## config.mk

```make
export PLATFORM = sky130hd
export DESIGN_NAME = jtag
export DESIGN_NICKNAME = d
export VERILOG_FILES = /design/src/verilog/jtag_pkg.sv /design/src/verilog/debug_pkg.sv /design/src/verilog/jtag_pin_sync.sv /design/src/verilog/jtag_tap.sv /design/src/verilog/debug_reg_file.sv /design/src/verilog/jtag.sv
export SDC_FILE = /design/constraint.sdc
export NUM_CORES = 1
export LEC_CHECK = 0
export BUFFER_PORTS_ARGS = -buffer_cell sky130_fd_sc_hd__buf_2
export CAP_MARGIN = 20
export CORE_UTILIZATION = 48
export CTS_CLUSTER_SIZE = 12
export DETAILED_ROUTE_END_ITERATION = 8
export PLACE_DENSITY = 0.7
export SLEW_MARGIN = 30
export SYNTH_ARGS = -nofsm -noshare
export SYNTH_HDL_FRONTEND = slang
export SYNTH_SLANG_ARGS = --single-unit
```

## constraint.sdc

```tcl
create_clock -name clk -period 2.23 [get_ports clk]
set_clock_uncertainty 0.15 [all_clocks]
set_input_delay 0.446 -clock clk [delete_from_list [all_inputs] [get_ports clk]]
set_output_delay 0.446 -clock clk [all_outputs]
set_load 0.05 [all_outputs]
```

## src/verilog/jtag_pkg.sv

```systemverilog
`default_nettype none

package jtag_pkg;

	localparam int IR_W = 4;

	// IEEE 1149.1 controller states
	typedef enum logic [3:0] {
		TAP_EXIT2_DR   = 4'h0,
		TAP_EXIT1_DR   = 4'h1,
		TAP_SHIFT_DR   = 4'h2,
		TAP_PAUSE_DR   = 4'h3,
		TAP_SELECT_IR  = 4'h4,
		TAP_UPDATE_DR  = 4'h5,
		TAP_CAPTURE_DR = 4'h6,
		TAP_SELECT_DR  = 4'h7,
		TAP_EXIT2_IR   = 4'h8,
		TAP_EXIT1_IR   = 4'h9,
		TAP_SHIFT_IR   = 4'hA,
		TAP_PAUSE_IR   = 4'hB,
		TAP_RTI        = 4'hC,
		TAP_UPDATE_IR  = 4'hD,
		TAP_CAPTURE_IR = 4'hE,
		TAP_TLR        = 4'hF
	} tap_state_t;

	// Instruction codes
	localparam logic [IR_W-1:0] IDCODE    = 4'h1;
	localparam logic [IR_W-1:0] DBG_ADDR  = 4'h8;
	localparam logic [IR_W-1:0] DBG_WRITE = 4'h9;
	localparam logic [IR_W-1:0] DBG_READ  = 4'hA;
	localparam logic [IR_W-1:0] BYPASS    = 4'hF;

	localparam logic [31:0] IDCODE_VALUE = 32'h1D43_C0B3;

endpackage

`default_nettype wire

```

## src/verilog/debug_pkg.sv

```systemverilog
`default_nettype none

package debug_pkg;

	localparam int DATA_W = 16;
	localparam int ADDR_W = 4;

	// Register map
	localparam logic [ADDR_W-1:0] REG_IBUF     = 4'd0;
	localparam logic [ADDR_W-1:0] REG_CDR_GAIN = 4'd1;
	localparam logic [ADDR_W-1:0] REG_PRBS     = 4'd2;
	localparam logic [ADDR_W-1:0] REG_RESET    = 4'd3;
	localparam logic [ADDR_W-1:0] REG_PHASE    = 4'd8;
	localparam logic [ADDR_W-1:0] REG_PRBS_ERR = 4'd9;

	// Bit 0 async, 1 main, 2 mdll ref, 3 mdll mon
	localparam int IBUF_W = 4;

	// Ki in the low nibble, Kp above it
	localparam int GAIN_W = 4;

	localparam int PRBS_EQN_W = 2;

	// Soft reset bits of REG_RESET
	localparam int RST_W        = 2;
	localparam int RST_CDR_BIT  = 0;
	localparam int RST_PRBS_BIT = 1;

endpackage

`default_nettype wire

```

## src/verilog/jtag_pin_sync.sv

```systemverilog
`timescale 1ns/1ps
`default_nettype none

module jtag_pin_sync (
	input  wire logic clk,
	input  wire logic reset_i,
	input  wire logic tck_i,
	input  wire logic tms_i,
	input  wire logic tdi_i,
	input  wire logic trst_n_i,
	output logic      tck_rise_o,
	output logic      tck_fall_o,
	output logic      tms_o,
	output logic      tdi_o,
	output logic      trst_o
);
	// Pin order is trst_n, tdi, tms, tck
	logic [3:0] sync1_q;
	logic [3:0] sync2_q;
	logic       tck_prev_q;

	always_ff @(posedge clk) begin
		if (reset_i) begin
			sync1_q    <= 4'b1000;
			sync2_q    <= 4'b1000;
			tck_prev_q <= 1'b0;
			tck_rise_o <= 1'b0;
			tck_fall_o <= 1'b0;
			trst_o     <= 1'b0;
		end else begin
			sync1_q    <= {trst_n_i, tdi_i, tms_i, tck_i};
			sync2_q    <= sync1_q;
			tck_prev_q <= sync2_q[0];
			tck_rise_o <= sync2_q[0] & ~tck_prev_q;
			tck_fall_o <= ~sync2_q[0] & tck_prev_q;
			trst_o     <= ~sync2_q[3];
		end
	end

	// Aligned with the strobes
	always_ff @(posedge clk) begin
		tms_o <= sync2_q[1];
		tdi_o <= sync2_q[2];
	end

	assert property (@(posedge clk) disable iff (reset_i) !(tck_rise_o && tck_fall_o))
		else $error("tck rise and fall strobes overlap");

endmodule

`default_nettype wire

```

## src/verilog/jtag_tap.sv

```systemverilog
`timescale 1ns/1ps
`default_nettype none

module jtag_tap #(
	parameter logic [31:0] IDCODE_VALUE = jtag_pkg::IDCODE_VALUE
) (
	input  wire logic                      clk,
	input  wire logic                      reset_i,
	input  wire logic                      tck_rise_i,
	input  wire logic                      tck_fall_i,
	input  wire logic                      tms_i,
	input  wire logic                      tdi_i,
	input  wire logic                      trst_i,
	input  wire logic                      dr_tdo_i,
	output logic [jtag_pkg::IR_W-1:0]      ir_o,
	output logic                           capture_dr_o,
	output logic                           shift_dr_o,
	output logic                           update_dr_o,
	output logic                           tdo_o
);
	import jtag_pkg::*;

	tap_state_t      state_q;
	tap_state_t      state_d;
	logic [IR_W-1:0] ir_q;
	logic [IR_W-1:0] ir_sr_q;
	logic [31:0]     idcode_sr_q;
	logic            bypass_q;
	logic            dr_bit;

	always_comb begin
		case (state_q)
			TAP_TLR:        state_d = tms_i ? TAP_TLR : TAP_RTI;
			TAP_RTI:        state_d = tms_i ? TAP_SELECT_DR : TAP_RTI;
			TAP_SELECT_DR:  state_d = tms_i ? TAP_SELECT_IR : TAP_CAPTURE_DR;
			TAP_CAPTURE_DR: state_d = tms_i ? TAP_EXIT1_DR : TAP_SHIFT_DR;
			TAP_SHIFT_DR:   state_d = tms_i ? TAP_EXIT1_DR : TAP_SHIFT_DR;
			TAP_EXIT1_DR:   state_d = tms_i ? TAP_UPDATE_DR : TAP_PAUSE_DR;
			TAP_PAUSE_DR:   state_d = tms_i ? TAP_EXIT2_DR : TAP_PAUSE_DR;
			TAP_EXIT2_DR:   state_d = tms_i ? TAP_UPDATE_DR : TAP_SHIFT_DR;
			TAP_UPDATE_DR:  state_d = tms_i ? TAP_SELECT_DR : TAP_RTI;
			TAP_SELECT_IR:  state_d = tms_i ? TAP_TLR : TAP_CAPTURE_IR;
			TAP_CAPTURE_IR: state_d = tms_i ? TAP_EXIT1_IR : TAP_SHIFT_IR;
			TAP_SHIFT_IR:   state_d = tms_i ? TAP_EXIT1_IR : TAP_SHIFT_IR;
			TAP_EXIT1_IR:   state_d = tms_i ? TAP_UPDATE_IR : TAP_PAUSE_IR;
			TAP_PAUSE_IR:   state_d = tms_i ? TAP_EXIT2_IR : TAP_PAUSE_IR;
			TAP_EXIT2_IR:   state_d = tms_i ? TAP_UPDATE_IR : TAP_SHIFT_IR;
			TAP_UPDATE_IR:  state_d = tms_i ? TAP_SELECT_DR : TAP_RTI;
			default:        state_d = TAP_TLR;
		endcase
	end

	always_ff @(posedge clk) begin
		if (reset_i || trst_i) begin
			state_q <= TAP_TLR;
		end else if (tck_rise_i) begin
			state_q <= state_d;
		end
	end

	// Instruction register, loaded when Update-IR is entered
	always_ff @(posedge clk) begin
		if (reset_i || trst_i) begin
			ir_q <= IDCODE;
		end else if (tck_rise_i) begin
			if (state_d == TAP_TLR) begin
				ir_q <= IDCODE;
			end else if (state_d == TAP_UPDATE_IR) begin
				ir_q <= ir_sr_q;
			end
		end
	end

	always_ff @(posedge clk) begin
		if (tck_rise_i && state_q == TAP_CAPTURE_IR) begin
			ir_sr_q <= {{(IR_W-2){1'b0}}, 2'b01};
		end else if (tck_rise_i && state_q == TAP_SHIFT_IR) begin
			ir_sr_q <= {tdi_i, ir_sr_q[IR_W-1:1]};
		end
	end

	assign capture_dr_o = tck_rise_i && (state_q == TAP_CAPTURE_DR);
	assign shift_dr_o   = tck_rise_i && (state_q == TAP_SHIFT_DR);
	assign update_dr_o  = tck_rise_i && (state_d == TAP_UPDATE_DR);

	always_ff @(posedge clk) begin
		if (capture_dr_o) begin
			bypass_q    <= 1'b0;
			idcode_sr_q <= IDCODE_VALUE;
		end else if (shift_dr_o) begin
			bypass_q    <= tdi_i;
			idcode_sr_q <= {tdi_i, idcode_sr_q[31:1]};
		end
	end

	// Unknown instructions fall back to bypass
	always_comb begin
		case (ir_q)
			IDCODE:                       dr_bit = idcode_sr_q[0];
			DBG_ADDR, DBG_WRITE, DBG_READ: dr_bit = dr_tdo_i;
			default:                      dr_bit = bypass_q;
		endcase
	end

	always_ff @(posedge clk) begin
		if (reset_i) begin
			tdo_o <= 1'b0;
		end else if (tck_fall_i) begin
			case (state_q)
				TAP_SHIFT_IR: tdo_o <= ir_sr_q[0];
				TAP_SHIFT_DR: tdo_o <= dr_bit;
				default:      tdo_o <= 1'b0;
			endcase
		end
	end

	assign ir_o = ir_q;

	assert property (@(posedge clk) $onehot0({capture_dr_o, shift_dr_o, update_dr_o}))
		else $error("more than one DR strobe active");

	assert property (@(posedge clk) disable iff (reset_i) !$isunknown(state_q))
		else $error("TAP state left the legal encoding");

endmodule

`default_nettype wire

```

## src/verilog/debug_reg_file.sv

```systemverilog
`timescale 1ns/1ps
`default_nettype none

module debug_reg_file (
	input  wire logic                             clk,
	input  wire logic                             reset_i,
	input  wire logic [jtag_pkg::IR_W-1:0]        ir_i,
	input  wire logic                             capture_dr_i,
	input  wire logic                             shift_dr_i,
	input  wire logic                             update_dr_i,
	input  wire logic                             tdi_i,
	input  wire logic [debug_pkg::DATA_W-1:0]     phase_est_i,
	input  wire logic [debug_pkg::DATA_W-1:0]     prbs_err_i,
	output logic                                  dr_tdo_o,
	output logic [debug_pkg::IBUF_W-1:0]          ibuf_disable_o,
	output logic [debug_pkg::GAIN_W-1:0]          cdr_ki_o,
	output logic [debug_pkg::GAIN_W-1:0]          cdr_kp_o,
	output logic [debug_pkg::PRBS_EQN_W-1:0]      prbs_eqn_o,
	output logic                                  cdr_rstb_o,
	output logic                                  prbs_rstb_o
);
	import jtag_pkg::*;
	import debug_pkg::*;

	logic [ADDR_W-1:0]     addr_q;
	logic [DATA_W-1:0]     data_sr_q;
	logic [DATA_W-1:0]     read_word;
	logic                  data_sel;

	logic [IBUF_W-1:0]     ibuf_q;
	logic [GAIN_W-1:0]     ki_q;
	logic [GAIN_W-1:0]     kp_q;
	logic [PRBS_EQN_W-1:0] eqn_q;
	logic [RST_W-1:0]      rst_q;

	assign data_sel = (ir_i == DBG_READ) || (ir_i == DBG_WRITE);

	// Unmapped addresses read as zero
	always_comb begin
		read_word = '0;
		case (addr_q)
			REG_IBUF:     read_word[IBUF_W-1:0]     = ibuf_q;
			REG_CDR_GAIN: read_word[2*GAIN_W-1:0]   = {kp_q, ki_q};
			REG_PRBS:     read_word[PRBS_EQN_W-1:0] = eqn_q;
			REG_RESET:    read_word[RST_W-1:0]      = rst_q;
			REG_PHASE:    read_word                 = phase_est_i;
			REG_PRBS_ERR: read_word                 = prbs_err_i;
			default:      read_word                 = '0;
		endcase
	end

	// Address shifts straight in, LSB first
	always_ff @(posedge clk) begin
		if (reset_i) begin
			addr_q <= '0;
		end else if (shift_dr_i && ir_i == DBG_ADDR) begin
			addr_q <= {tdi_i, addr_q[ADDR_W-1:1]};
		end
	end

	always_ff @(posedge clk) begin
		if (data_sel) begin
			if (capture_dr_i) begin
				data_sr_q <= read_word;
			end else if (shift_dr_i) begin
				data_sr_q <= {tdi_i, data_sr_q[DATA_W-1:1]};
			end
		end
	end

	// Read-only and unmapped addresses drop the write
	always_ff @(posedge clk) begin
		if (reset_i) begin
			ibuf_q <= '0;
			ki_q   <= '0;
			kp_q   <= '0;
			eqn_q  <= '0;
			rst_q  <= '0;
		end else if (update_dr_i && ir_i == DBG_WRITE) begin
			case (addr_q)
				REG_IBUF: ibuf_q <= data_sr_q[IBUF_W-1:0];
				REG_CDR_GAIN: begin
					ki_q <= data_sr_q[GAIN_W-1:0];
					kp_q <= data_sr_q[2*GAIN_W-1:GAIN_W];
				end
				REG_PRBS:  eqn_q <= data_sr_q[PRBS_EQN_W-1:0];
				REG_RESET: rst_q <= data_sr_q[RST_W-1:0];
				default: ;
			endcase
		end
	end

	assign dr_tdo_o = (ir_i == DBG_ADDR) ? addr_q[0] : data_sr_q[0];

	assign ibuf_disable_o = ibuf_q;
	assign cdr_ki_o       = ki_q;
	assign cdr_kp_o       = kp_q;
	assign prbs_eqn_o     = eqn_q;

	// Domains held in reset while the system reset is active
	assign cdr_rstb_o  = rst_q[RST_CDR_BIT] & ~reset_i;
	assign prbs_rstb_o = rst_q[RST_PRBS_BIT] & ~reset_i;

	assert property (@(posedge clk)
		!$stable({ibuf_q, ki_q, kp_q, eqn_q, rst_q}) |-> $past(update_dr_i) || $past(reset_i))
		else $error("configuration changed without an update strobe");

endmodule

`default_nettype wire

```

## src/verilog/jtag.sv

```systemverilog
`timescale 1ns/1ps
`default_nettype none

module jtag #(
	parameter logic [31:0] IDCODE_VALUE = jtag_pkg::IDCODE_VALUE
) (
	input  wire logic                             clk,
	input  wire logic                             reset_i,
	input  wire logic                             tck_i,
	input  wire logic                             tms_i,
	input  wire logic                             tdi_i,
	input  wire logic                             trst_n_i,
	input  wire logic [debug_pkg::DATA_W-1:0]     phase_est_i,
	input  wire logic [debug_pkg::DATA_W-1:0]     prbs_err_i,
	output logic                                  tdo_o,
	output logic                                  disable_ibuf_async_o,
	output logic                                  disable_ibuf_main_o,
	output logic                                  disable_ibuf_mdll_ref_o,
	output logic                                  disable_ibuf_mdll_mon_o,
	output logic [debug_pkg::GAIN_W-1:0]          cdr_ki_o,
	output logic [debug_pkg::GAIN_W-1:0]          cdr_kp_o,
	output logic [debug_pkg::PRBS_EQN_W-1:0]      prbs_eqn_o,
	output logic                                  cdr_rstb_o,
	output logic                                  prbs_rstb_o
);
	import jtag_pkg::*;
	import debug_pkg::*;

	logic              tck_rise;
	logic              tck_fall;
	logic              tms_s;
	logic              tdi_s;
	logic              trst_s;
	logic [IR_W-1:0]   ir_value;
	logic              capture_dr;
	logic              shift_dr;
	logic              update_dr;
	logic              dr_tdo;
	logic [IBUF_W-1:0] ibuf_disable;

	jtag_pin_sync u_pin_sync (
		.clk        (clk),
		.reset_i    (reset_i),
		.tck_i      (tck_i),
		.tms_i      (tms_i),
		.tdi_i      (tdi_i),
		.trst_n_i   (trst_n_i),
		.tck_rise_o (tck_rise),
		.tck_fall_o (tck_fall),
		.tms_o      (tms_s),
		.tdi_o      (tdi_s),
		.trst_o     (trst_s)
	);

	jtag_tap #(
		.IDCODE_VALUE (IDCODE_VALUE)
	) u_tap (
		.clk          (clk),
		.reset_i      (reset_i),
		.tck_rise_i   (tck_rise),
		.tck_fall_i   (tck_fall),
		.tms_i        (tms_s),
		.tdi_i        (tdi_s),
		.trst_i       (trst_s),
		.dr_tdo_i     (dr_tdo),
		.ir_o         (ir_value),
		.capture_dr_o (capture_dr),
		.shift_dr_o   (shift_dr),
		.update_dr_o  (update_dr),
		.tdo_o        (tdo_o)
	);

	debug_reg_file u_reg_file (
		.clk            (clk),
		.reset_i        (reset_i),
		.ir_i           (ir_value),
		.capture_dr_i   (capture_dr),
		.shift_dr_i     (shift_dr),
		.update_dr_i    (update_dr),
		.tdi_i          (tdi_s),
		.phase_est_i    (phase_est_i),
		.prbs_err_i     (prbs_err_i),
		.dr_tdo_o       (dr_tdo),
		.ibuf_disable_o (ibuf_disable),
		.cdr_ki_o       (cdr_ki_o),
		.cdr_kp_o       (cdr_kp_o),
		.prbs_eqn_o     (prbs_eqn_o),
		.cdr_rstb_o     (cdr_rstb_o),
		.prbs_rstb_o    (prbs_rstb_o)
	);

	assign disable_ibuf_async_o    = ibuf_disable[0];
	assign disable_ibuf_main_o     = ibuf_disable[1];
	assign disable_ibuf_mdll_ref_o = ibuf_disable[2];
	assign disable_ibuf_mdll_mon_o = ibuf_disable[3];

endmodule

`default_nettype wire

```

Yosys cells after proc, flatten, opt, wreduce, memory -nomap -nowiden --
Index checks and enable logic that the tools add are counted.
Word-level totals: bits in registers 96, logic and storage cells 103, bits of input ports 38, output and inout bits 17
Cells by class: mux-type cells 24, equal/unequal tests 27, bitwise logic cells 8, reductions and logical operators 23
Operator list (count):
- $eq 4x4->1 const B | 15
- $pmux 4 s12 | 1
- $mux 16 | 2
- $eq 4x3->1 const B | 5
- $eq 4x2->1 const B | 4
- $pmux 8 s2 | 1
- $eq 4x1->1 const B | 3
- $mux 2 | 6
- $mux 3 | 4
- $mux 4 | 3
- $pmux 2 s6 | 1
- $pmux 4 s3 | 1
- $reduce_and 2->1 | 6
- $logic_not 4->1 | 2
- $pmux 2 s4 | 1
- $logic_and 1x1->1 | 7
- $reduce_or 3->1 | 2
- $and 1x1->1 | 4
- $not 1->1 | 4
- $pmux 1 s2 | 2
- $reduce_bool 2->1 | 2
- $reduce_or 2->1 | 2
- $logic_or 1x1->1 | 2
- $mux 1 | 2

Logic depth before layout (Yosys ltp) --
Gate-level depths: netlist of run 1.
depth after elaboration 7, depth in mapped cells 6, mapped depth without buffers 4

Modules after synthesis --
Synthesis of run 1 repeated with hierarchy kept, for this count alone.
Second synthesis, totals: cells, all modules 442, area, all modules 4137.7 um^2
By module, submodules not included:
- debug_reg_file | seq. area each 880.8 um^2, cells an instance 188, area each 1956.9 um^2, instances 1
- jtag_tap | seq. area each 900.9 um^2, cells an instance 227, area each 1813.0 um^2, instances 1
- jtag_pin_sync | seq. area each 280.3 um^2, cells an instance 27, area each 367.9 um^2, instances 1

Worst setup path after synthesis of run 1 --
No wires, ideal clock.
path kind flip-flop to flip-flop, from reg u_tap.state_q[1], to reg u_reg_file.data_sr_q[0] (enable), stages on the path, launching flop included 4, data required time 1.707 ns, buffers on the path 1, period minus slack after synthesis 1.909 ns, path slack 0.321 ns, setup time 0.373 ns, arrival time 1.386 ns, path through dfxtp_1 -> buf_4 -> and4bb_2 -> and4_1
On the way: cells in the longest elaborated chain, start to end 4, elaborated cells between the ends (all ways) 6, classes of those cells eq/ne (2); reduce/logical (4)
RTL lines:
- start, declared | line jtag_tap.sv:23 | tap_state_t state_q;
- start signal, assigned | line jtag_tap.sv:57 | state_q <= state_d;
- $eq 4x3->1 or $eq 4x2->1 (tied branches) | line jtag_tap.sv:82, jtag_tap.sv:83
- $logic_and 1x1->1 (on tied branches) | line jtag_tap.sv:82, jtag_tap.sv:83
- $reduce_bool 2->1 (no source line) (*)
- $reduce_and 2->1 (no source line) (*)
- end signal, assigned | line debug_reg_file.sv:64 | data_sr_q <= read_word;
- end signal, assigned | line debug_reg_file.sv:66 | data_sr_q <= {tdi_i, data_sr_q[DATA_W-1:1]};
- end, declared | line debug_reg_file.sv:26 | logic [DATA_W-1:0] data_sr_q;
Mark *: on every way between the ends. The rest lies on a longest branch, timed or not. A chain may end at the register's enable or synchronous reset.

Worst setup path after layout of run 1 --
from reg u_tap.state_q[1], to reg u_reg_file.ibuf_q[1] (netlist: u_reg_file.ibuf_disable_o[1])
On the way: cells in the longest elaborated chain, start to end 7, elaborated cells between the ends (all ways) 24, classes of those cells eq/ne (16); mux (1); reduce/logical (7)
RTL lines:
- $eq 4x4->1, or another cell as far along | line jtag_tap.sv:32 | case (state_q)
- $reduce_or 3->1 (no source line) or $reduce_or 2->1 (tied branches)
- $pmux 4 s12 (*) | line jtag_tap.sv:32
- $eq 4x3->1 (*) | line jtag_tap.sv:84 | assign update_dr_o = tck_rise_i && (state_d == TAP_UPDATE_DR);
- $logic_and 1x1->1 (*) | line jtag_tap.sv:84
- $logic_and 1x1->1 (*) | line debug_reg_file.sv:79 | end else if (update_dr_i && ir_i == DBG_WRITE) begin
- $reduce_and 2->1 (no source line) (*)
- end signal, assigned | line debug_reg_file.sv:81 | REG_IBUF: ibuf_q <= data_sr_q[IBUF_W-1:0];
- end, declared | line debug_reg_file.sv:30 | logic [IBUF_W-1:0] ibuf_q;
Marks and branches as above.

==> results of run 1 <==
## worst paths after layout
path,startpoint,to,slack [ns],depth (start not counted)
setup / recovery,u_tap.state_q[1],u_reg_file.ibuf_disable_o[1],0.27,4
hold / removal,trst_n_i,u_pin_sync.sync1_q[3],0.12,2
setup reg to reg,u_tap.state_q[1],u_reg_file.ibuf_disable_o[1],0.27,4
hold reg to reg,u_pin_sync.sync2_q[2],u_pin_sync.tdi_o,0.19,0
## routing by layer
metal / wire length, um / share of wire (%) / vias up
met5: 0 / 0 / -
met4: 86 / 1.0 / 0
met3: 263 / 3.1 / 6
met2: 3991 / 47 / 48
met1: 4174 / 49 / 1565
li1: - / - / 1676
## layout by cell type (no fill, tap or decap), types with 4 or more instances in the layout
cell type	netlist	layout
clkbuf_8	0	9
nor2_1	18	18
edfxtp_1	16	16
buf_4	1	16
dfxtp_1	79	79
mux2_2	4	4
inv_1	4	4
mux2i_1	39	39
nor2b_1	10	10
a21oi_1	4	4
nor4_1	5	5
nand3b_1	18	18
buf_2	10	54
or4_1	4	4
nand2_1	98	98
nand2b_1	32	32
o21ai_0	27	27
o31ai_1	9	9
## power breakdown
group,switching (uW),internal [uW]
clock,602,747
combinational,52.1,62.3
sequential,12.5,1750
## state kept, by name, summed over array words and instances (netlist names), 4 cells and up
| name | count |
|---|---|
| u_reg_file.addr_q | 4 |
| u_pin_sync.sync2_q | 4 |
| u_reg_file.ibuf_disable_o | 4 |
| u_tap.ir_o | 4 |
| u_reg_file.cdr_ki_o | 4 |
| u_reg_file.data_sr_q | 16 |
| u_tap.idcode_sr_q | 32 |
| u_tap.state_q | 4 |
| u_tap.ir_sr_q | 4 |
| u_reg_file.cdr_kp_o | 4 |
| u_pin_sync.sync1_q | 4 |
## logic make-up (layout without fill, tap and decap cells)
group	count (synthesis)	in the layout	synth area share (%)
buffers and inverters	38	92	3.730
AOI/OAI and AO/OA	64	64	9.823
DFF	95	95	48.03
muxes	45	45	11.19
and+or+nand+nor	211	211	27.02
xor gates and xnor gates	1	1	0.2041
## through the flow
step                      instance area [um2]  setup WS (ns)  hold WS (ns)
final                                    4956         0.2686        0.1191
after global routing                     4956        0.05980        0.1087
after CTS                                4956         0.2548       0.09697
after detailed placement                 4713         0.2697        0.1780
after global placement                   4713         0.3313        0.1629
after floorplan                          4293         0.3207        0.1596
## cell type report
cell class	count	area, um2
flip-flops and latches	95	2062
repair buffers	72	430.4
fillers	784	3722
well taps	108	135.1
clock inverters	7	118.9
inverters	4	15.01
clock buffers	9	123.9
multi-input cells	321	2071
## synth_stat cells (2+ instances only)
master     instances  area share, %
nand2_1           98            8.6
dfxtp_1           79             37
mux2i_1           39            9.1
nand2b_1          32            4.7
o21ai_0           27            3.1
clkbuf_1          18            1.6
nand3b_1          18            3.1
nor2_1            18            1.6
edfxtp_1          16             11
buf_2             10            1.2
nor2b_1           10            1.5
o31ai_1            9            1.6
nor4_1             5           0.73
a21oi_1            4           0.47
buf_1              4           0.35
inv_1              4           0.35
mux2_2             4            1.0
or4_1              4           0.70
a22o_1             3           0.61
a22oi_1            3           0.52
nor4b_1            3           0.61
o2111ai_1          3           0.61
o22ai_1            3           0.44
or2_2              3           0.44
or3b_2             3           0.61
a21oi_2            2           0.41
a31oi_1            2           0.29
mux4_2             2            1.0
nor3_1             2           0.23
nor4_4             2           0.99
## worst max-delay path, stage by stage, from the launching register on
cell       delay, ns
dfxtp_1         0.42
nor4b_4         0.40
o2111ai_1       0.14
or4_1           0.57
mux2i_1         0.17
==> impl_metrics.env, run 1 <==
export IMPL_final_util_pct=57.11
export IMPL_grtUsageMet1_pct=26.96
export IMPL_die_h_um=96.57
export IMPL_dp_hpwl_mm=5.786
export IMPL_avgSynthCellArea_um2=9.456
export IMPL_finalWirelength_mm=8.516
export IMPL_grt_ovfl_total=0
export IMPL_worst_ep_arrival_time_ns=2.05
export IMPL_period_share_pct=87.96
export IMPL_clk_latency_ns=0.36
export IMPL_firstDrtPassIters=4
export IMPL_htree_levels=3
export IMPL_hold_viol=0
export IMPL_finalNetCount=541
export IMPL_drt_initial_drc_count=223
export IMPL_slew_headroom_pct=65.30
export IMPL_yosys_warnings=0
export IMPL_rows=34
export IMPL_p_per_area_mw_per_mm2=650.6
export IMPL_io_pins=55
export IMPL_antenna_found_initial=0
export IMPL_outcome="finished, final reports clean"
export IMPL_ys_seq_area_share_pct=48.03
export IMPL_num_vias=3295
export IMPL_crit_fanout=10
export IMPL_worstSetupPathType="reg2reg"
export IMPL_grt_max_degree=36
export IMPL_cts_hold_buf=0
export IMPL_grt_pass1_vias=2877
export IMPL_cp_data_required_time_ns=2.32
export IMPL_place_gp_congestion=0.8481
export IMPL_peakVddDrop_mv=0.3305
export IMPL_synth_cell_types=54
export IMPL_die_width_um=96.57
export IMPL_port_buffers=54
export IMPL_cts_resized=0
export IMPL_cts_made_buffers=9
export IMPL_grt_util_all_layers_pct=19.54
export IMPL_finalSetupViolCount=0
export IMPL_fin_cells=616
export IMPL_max_freq_mhz=509.8
export IMPL_clkSlewWorstSetupHoldPaths_ns=0.09
export IMPL_final_layout_size_suffix_gt1_share_pct=21.46
export IMPL_wl_per_cell_um=13.82
export IMPL_tightestPinTransition_ns=0.5206
export IMPL_cts_buffer_depth=2
export IMPL_area_growth_pct=15.45
export IMPL_final_max_slew_violation_count=0
export IMPL_rsz0062_at_grt="false"
export IMPL_netlist_area_mm2=0.004293
export IMPL_antennaDiodeCount=0
export IMPL_synth_edff_count=16
export IMPL_start_util_pct=49.47
export IMPL_dp_cells=600
export IMPL_fin_tns_setup_ns=0
export IMPL_cap_viol_max_count=0
export IMPL_synthFlopType="dfxtp_1"
export IMPL_grt_pass1_wl_mm=13.78
export IMPL_clock_sinks=95
export IMPL_busiest_layer="met2"
export IMPL_startpoint_type="flop"
export IMPL_total_power_uw=3224
export IMPL_syn_num_nets=492
export IMPL_p_leak_uw=0.002027
export IMPL_coreArea_mm2=0.008678
export IMPL_postRouteAntennaNets=0
export IMPL_drc=0
export IMPL_via_per_inst=5.349
export IMPL_period_minus_slack_ns=1.961
export IMPL_clockRootBuffer="clkbuf_8"
export IMPL_worstSetupEndpointType="flop"
export IMPL_met2_usage_pct=30.11
export IMPL_hold_path_class="in2reg"
export IMPL_synthCells=454
export IMPL_cts_tree="built"
export IMPL_synth_seq_cells=95
export IMPL_die_area_mm2=0.009326
export IMPL_post_cts_buffers=0
export IMPL_grtUsageMet3_pct=4.695
export IMPL_async_flop_share_pct=0
(Power assumes the default switching activity.)
==> run 2: changes to the inputs <==
PLACE_DENSITY = 0.69   (was 0.7)
==> run 2 against run 1 <==
  * Maximum frequency increased by 0.32%
  * Via count decreased by 0.58%
  * Die area unchanged
  * Critical path depth increased by 1
  * Wire length decreased by 1.6%
  * Sequential power about the same
  * Core utilization decreased by 0.36 points
==> impl_metrics.env, run 2 (synthesis results as in run 1) <==
export IMPL_clkSlewWorstSetupHoldPaths_ns=0.08
export IMPL_grt_pass1_wl_mm=13.66
export IMPL_num_vias=3276
export IMPL_antennaDiodeCount=0
export IMPL_cts_made_buffers=9
export IMPL_cp_cell_sequence="buf_4 -> nor4b_1 -> a31oi_1 -> nor2_1 -> mux2i_1"
export IMPL_final_util_pct=56.75
export IMPL_final_max_slew_violation_count=0
export IMPL_antenna_found_initial=0
export IMPL_final_layout_size_suffix_gt1_share_pct=21.72
export IMPL_cap_viol_max_count=0
export IMPL_start_util_pct=49.47
export IMPL_top_register="u_tap.idcode_sr_q"
export IMPL_worst_r2r_setup_slack_ns=0.27
export IMPL_multiInputGateArea_mm2=0.002071
export IMPL_finalNetCount=544
export IMPL_startpoint_type="flop"
export IMPL_seq_area_mm2=0.002062
export IMPL_port_buffers=54
export IMPL_largest_reg_flops=32
export IMPL_clk_latency_ns=0.36
export IMPL_post_place_ws_ns=0.2947
export IMPL_layout_setup_ws_ns=0.2749
export IMPL_area_growth_pct=14.72
export IMPL_cts_resized=0
export IMPL_critical_path_buf_inv_count=1
export IMPL_whs_ns=0.1194
export IMPL_io_pins=55
export IMPL_firstDrtPassIters=4
export IMPL_cp_data_required_time_ns=2.37
export IMPL_post_cts_buffers=0
export IMPL_layout_common_cells="nand2_1 (98), dfxtp_1 (79), buf_2 (54), mux2i_1 (39), nand2b_1 (32)"
export IMPL_slowest_delay_ns=0.45
export IMPL_cts_hold_buf=0
export IMPL_period_share_pct=87.67
export IMPL_fin_tns_setup_ns=0
export IMPL_peakVddDrop_mv=0.4091
export IMPL_postRouteAntennaNets=0
export IMPL_period_minus_slack_ns=1.955
export IMPL_worstSetupEndpointType="flop"
export IMPL_tightestPinTransition_ns=0.4989
export IMPL_finalWirelength_mm=8.376
export IMPL_cts_buffer_depth=2
export IMPL_die_width_um=96.57
export IMPL_worstSetupPathType="reg2reg"
export IMPL_rows=34
export IMPL_drt_initial_drc_count=115
export IMPL_worst_ep_arrival_time_ns=2.09
export IMPL_clockRootBuffer="clkbuf_8"
export IMPL_crit_slowest_cell="dfxtp_1"
export IMPL_coreArea_mm2=0.008678
export IMPL_clock_sinks=95
export IMPL_p_per_area_mw_per_mm2=603.9
export IMPL_cp_top_family="simple AND/OR/NAND/NOR gates"
export IMPL_dp_hpwl_mm=5.902
export IMPL_die_area_mm2=0.009326
export IMPL_fillers=772
export IMPL_cts_tree="built"
export IMPL_drc=0
export IMPL_htree_levels=3
export IMPL_max_freq_mhz=511.5
export IMPL_grt_max_degree=38
export IMPL_p_leak_uw=0.002021
export IMPL_total_power_uw=2974
export IMPL_grt_ovfl_total=0
export IMPL_crit_fanout=37
export IMPL_slew_headroom_pct=66.74
export IMPL_rsz0062_at_grt="false"
export IMPL_wl_per_cell_um=13.53
export IMPL_grt_util_all_layers_pct=18.82
export IMPL_outcome="finished, final reports clean"
export IMPL_place_gp_congestion=0.7824
export IMPL_hold_path_class="in2reg"
export IMPL_grt_pass1_vias=2955
export IMPL_reg_top3="u_tap.idcode_sr_q (32), u_reg_file.data_sr_q (16)"
export IMPL_finalSetupViolCount=0
export IMPL_via_per_inst=5.292
export IMPL_final_common_cell="nand2_1"
export IMPL_hold_viol=0
export IMPL_die_h_um=96.57
[run 2: layout make-up]
cell class	instances	share of cell area, %
Inverter	4	0.3049
Multi-Input combinational cell	321	42.05
Clock inverter	5	1.169
Tap cell	108	2.744
Timing Repair Buffer	75	9.197
Clock buffer	11	2.668
Sequential cell	95	41.87
[run 2: per-stage QoR]
step,cells,area (um2)
after floorplan,454,4293
after global placement,603,4736
after detailed placement,603,4736
after CTS,619,4925
after global routing,619,4925
final,619,4925
[run 2: path summary, 6_finish.rpt]
path / cells past startpoint / start / to
hold reg to reg: 0 / u_pin_sync.sync2_q[2] / u_pin_sync.tdi_o
setup reg to reg: 5 / u_tap.state_q[2] / u_tap.ir_o[1]
setup / recovery: 5 / u_tap.state_q[2] / u_tap.ir_o[1]
hold / removal: 2 / trst_n_i / u_pin_sync.sync1_q[3]
[run 2: worst reg2reg max path: cells and delay by family, from the launching register on]
family / cells / cell delay [ns]
AO/OA/AOI/OAI: 1 / 0.06
buffers and inverters: 1 / 0.34
flip-flops: 1 / 0.45
multiplexers: 1 / 0.23
AND/OR/NAND/NOR: 2 / 0.65
[run 2: per-layer routing]
metal / track usage [%] / wire length, um
met1: 25.91 / 4132
met2: 29.87 / 3919
met3: 3.834 / 231
met4: 5.392 / 93
met5: 0 / 0
[run 2: power breakdown]
part | internal, uW | leakage (uW) | switching (uW)
combinational | 63.5 | 0.00114 | 52.6
sequential | 1750 | 0.000783 | 10.8
clock | 522 | 0.0000977 | 576
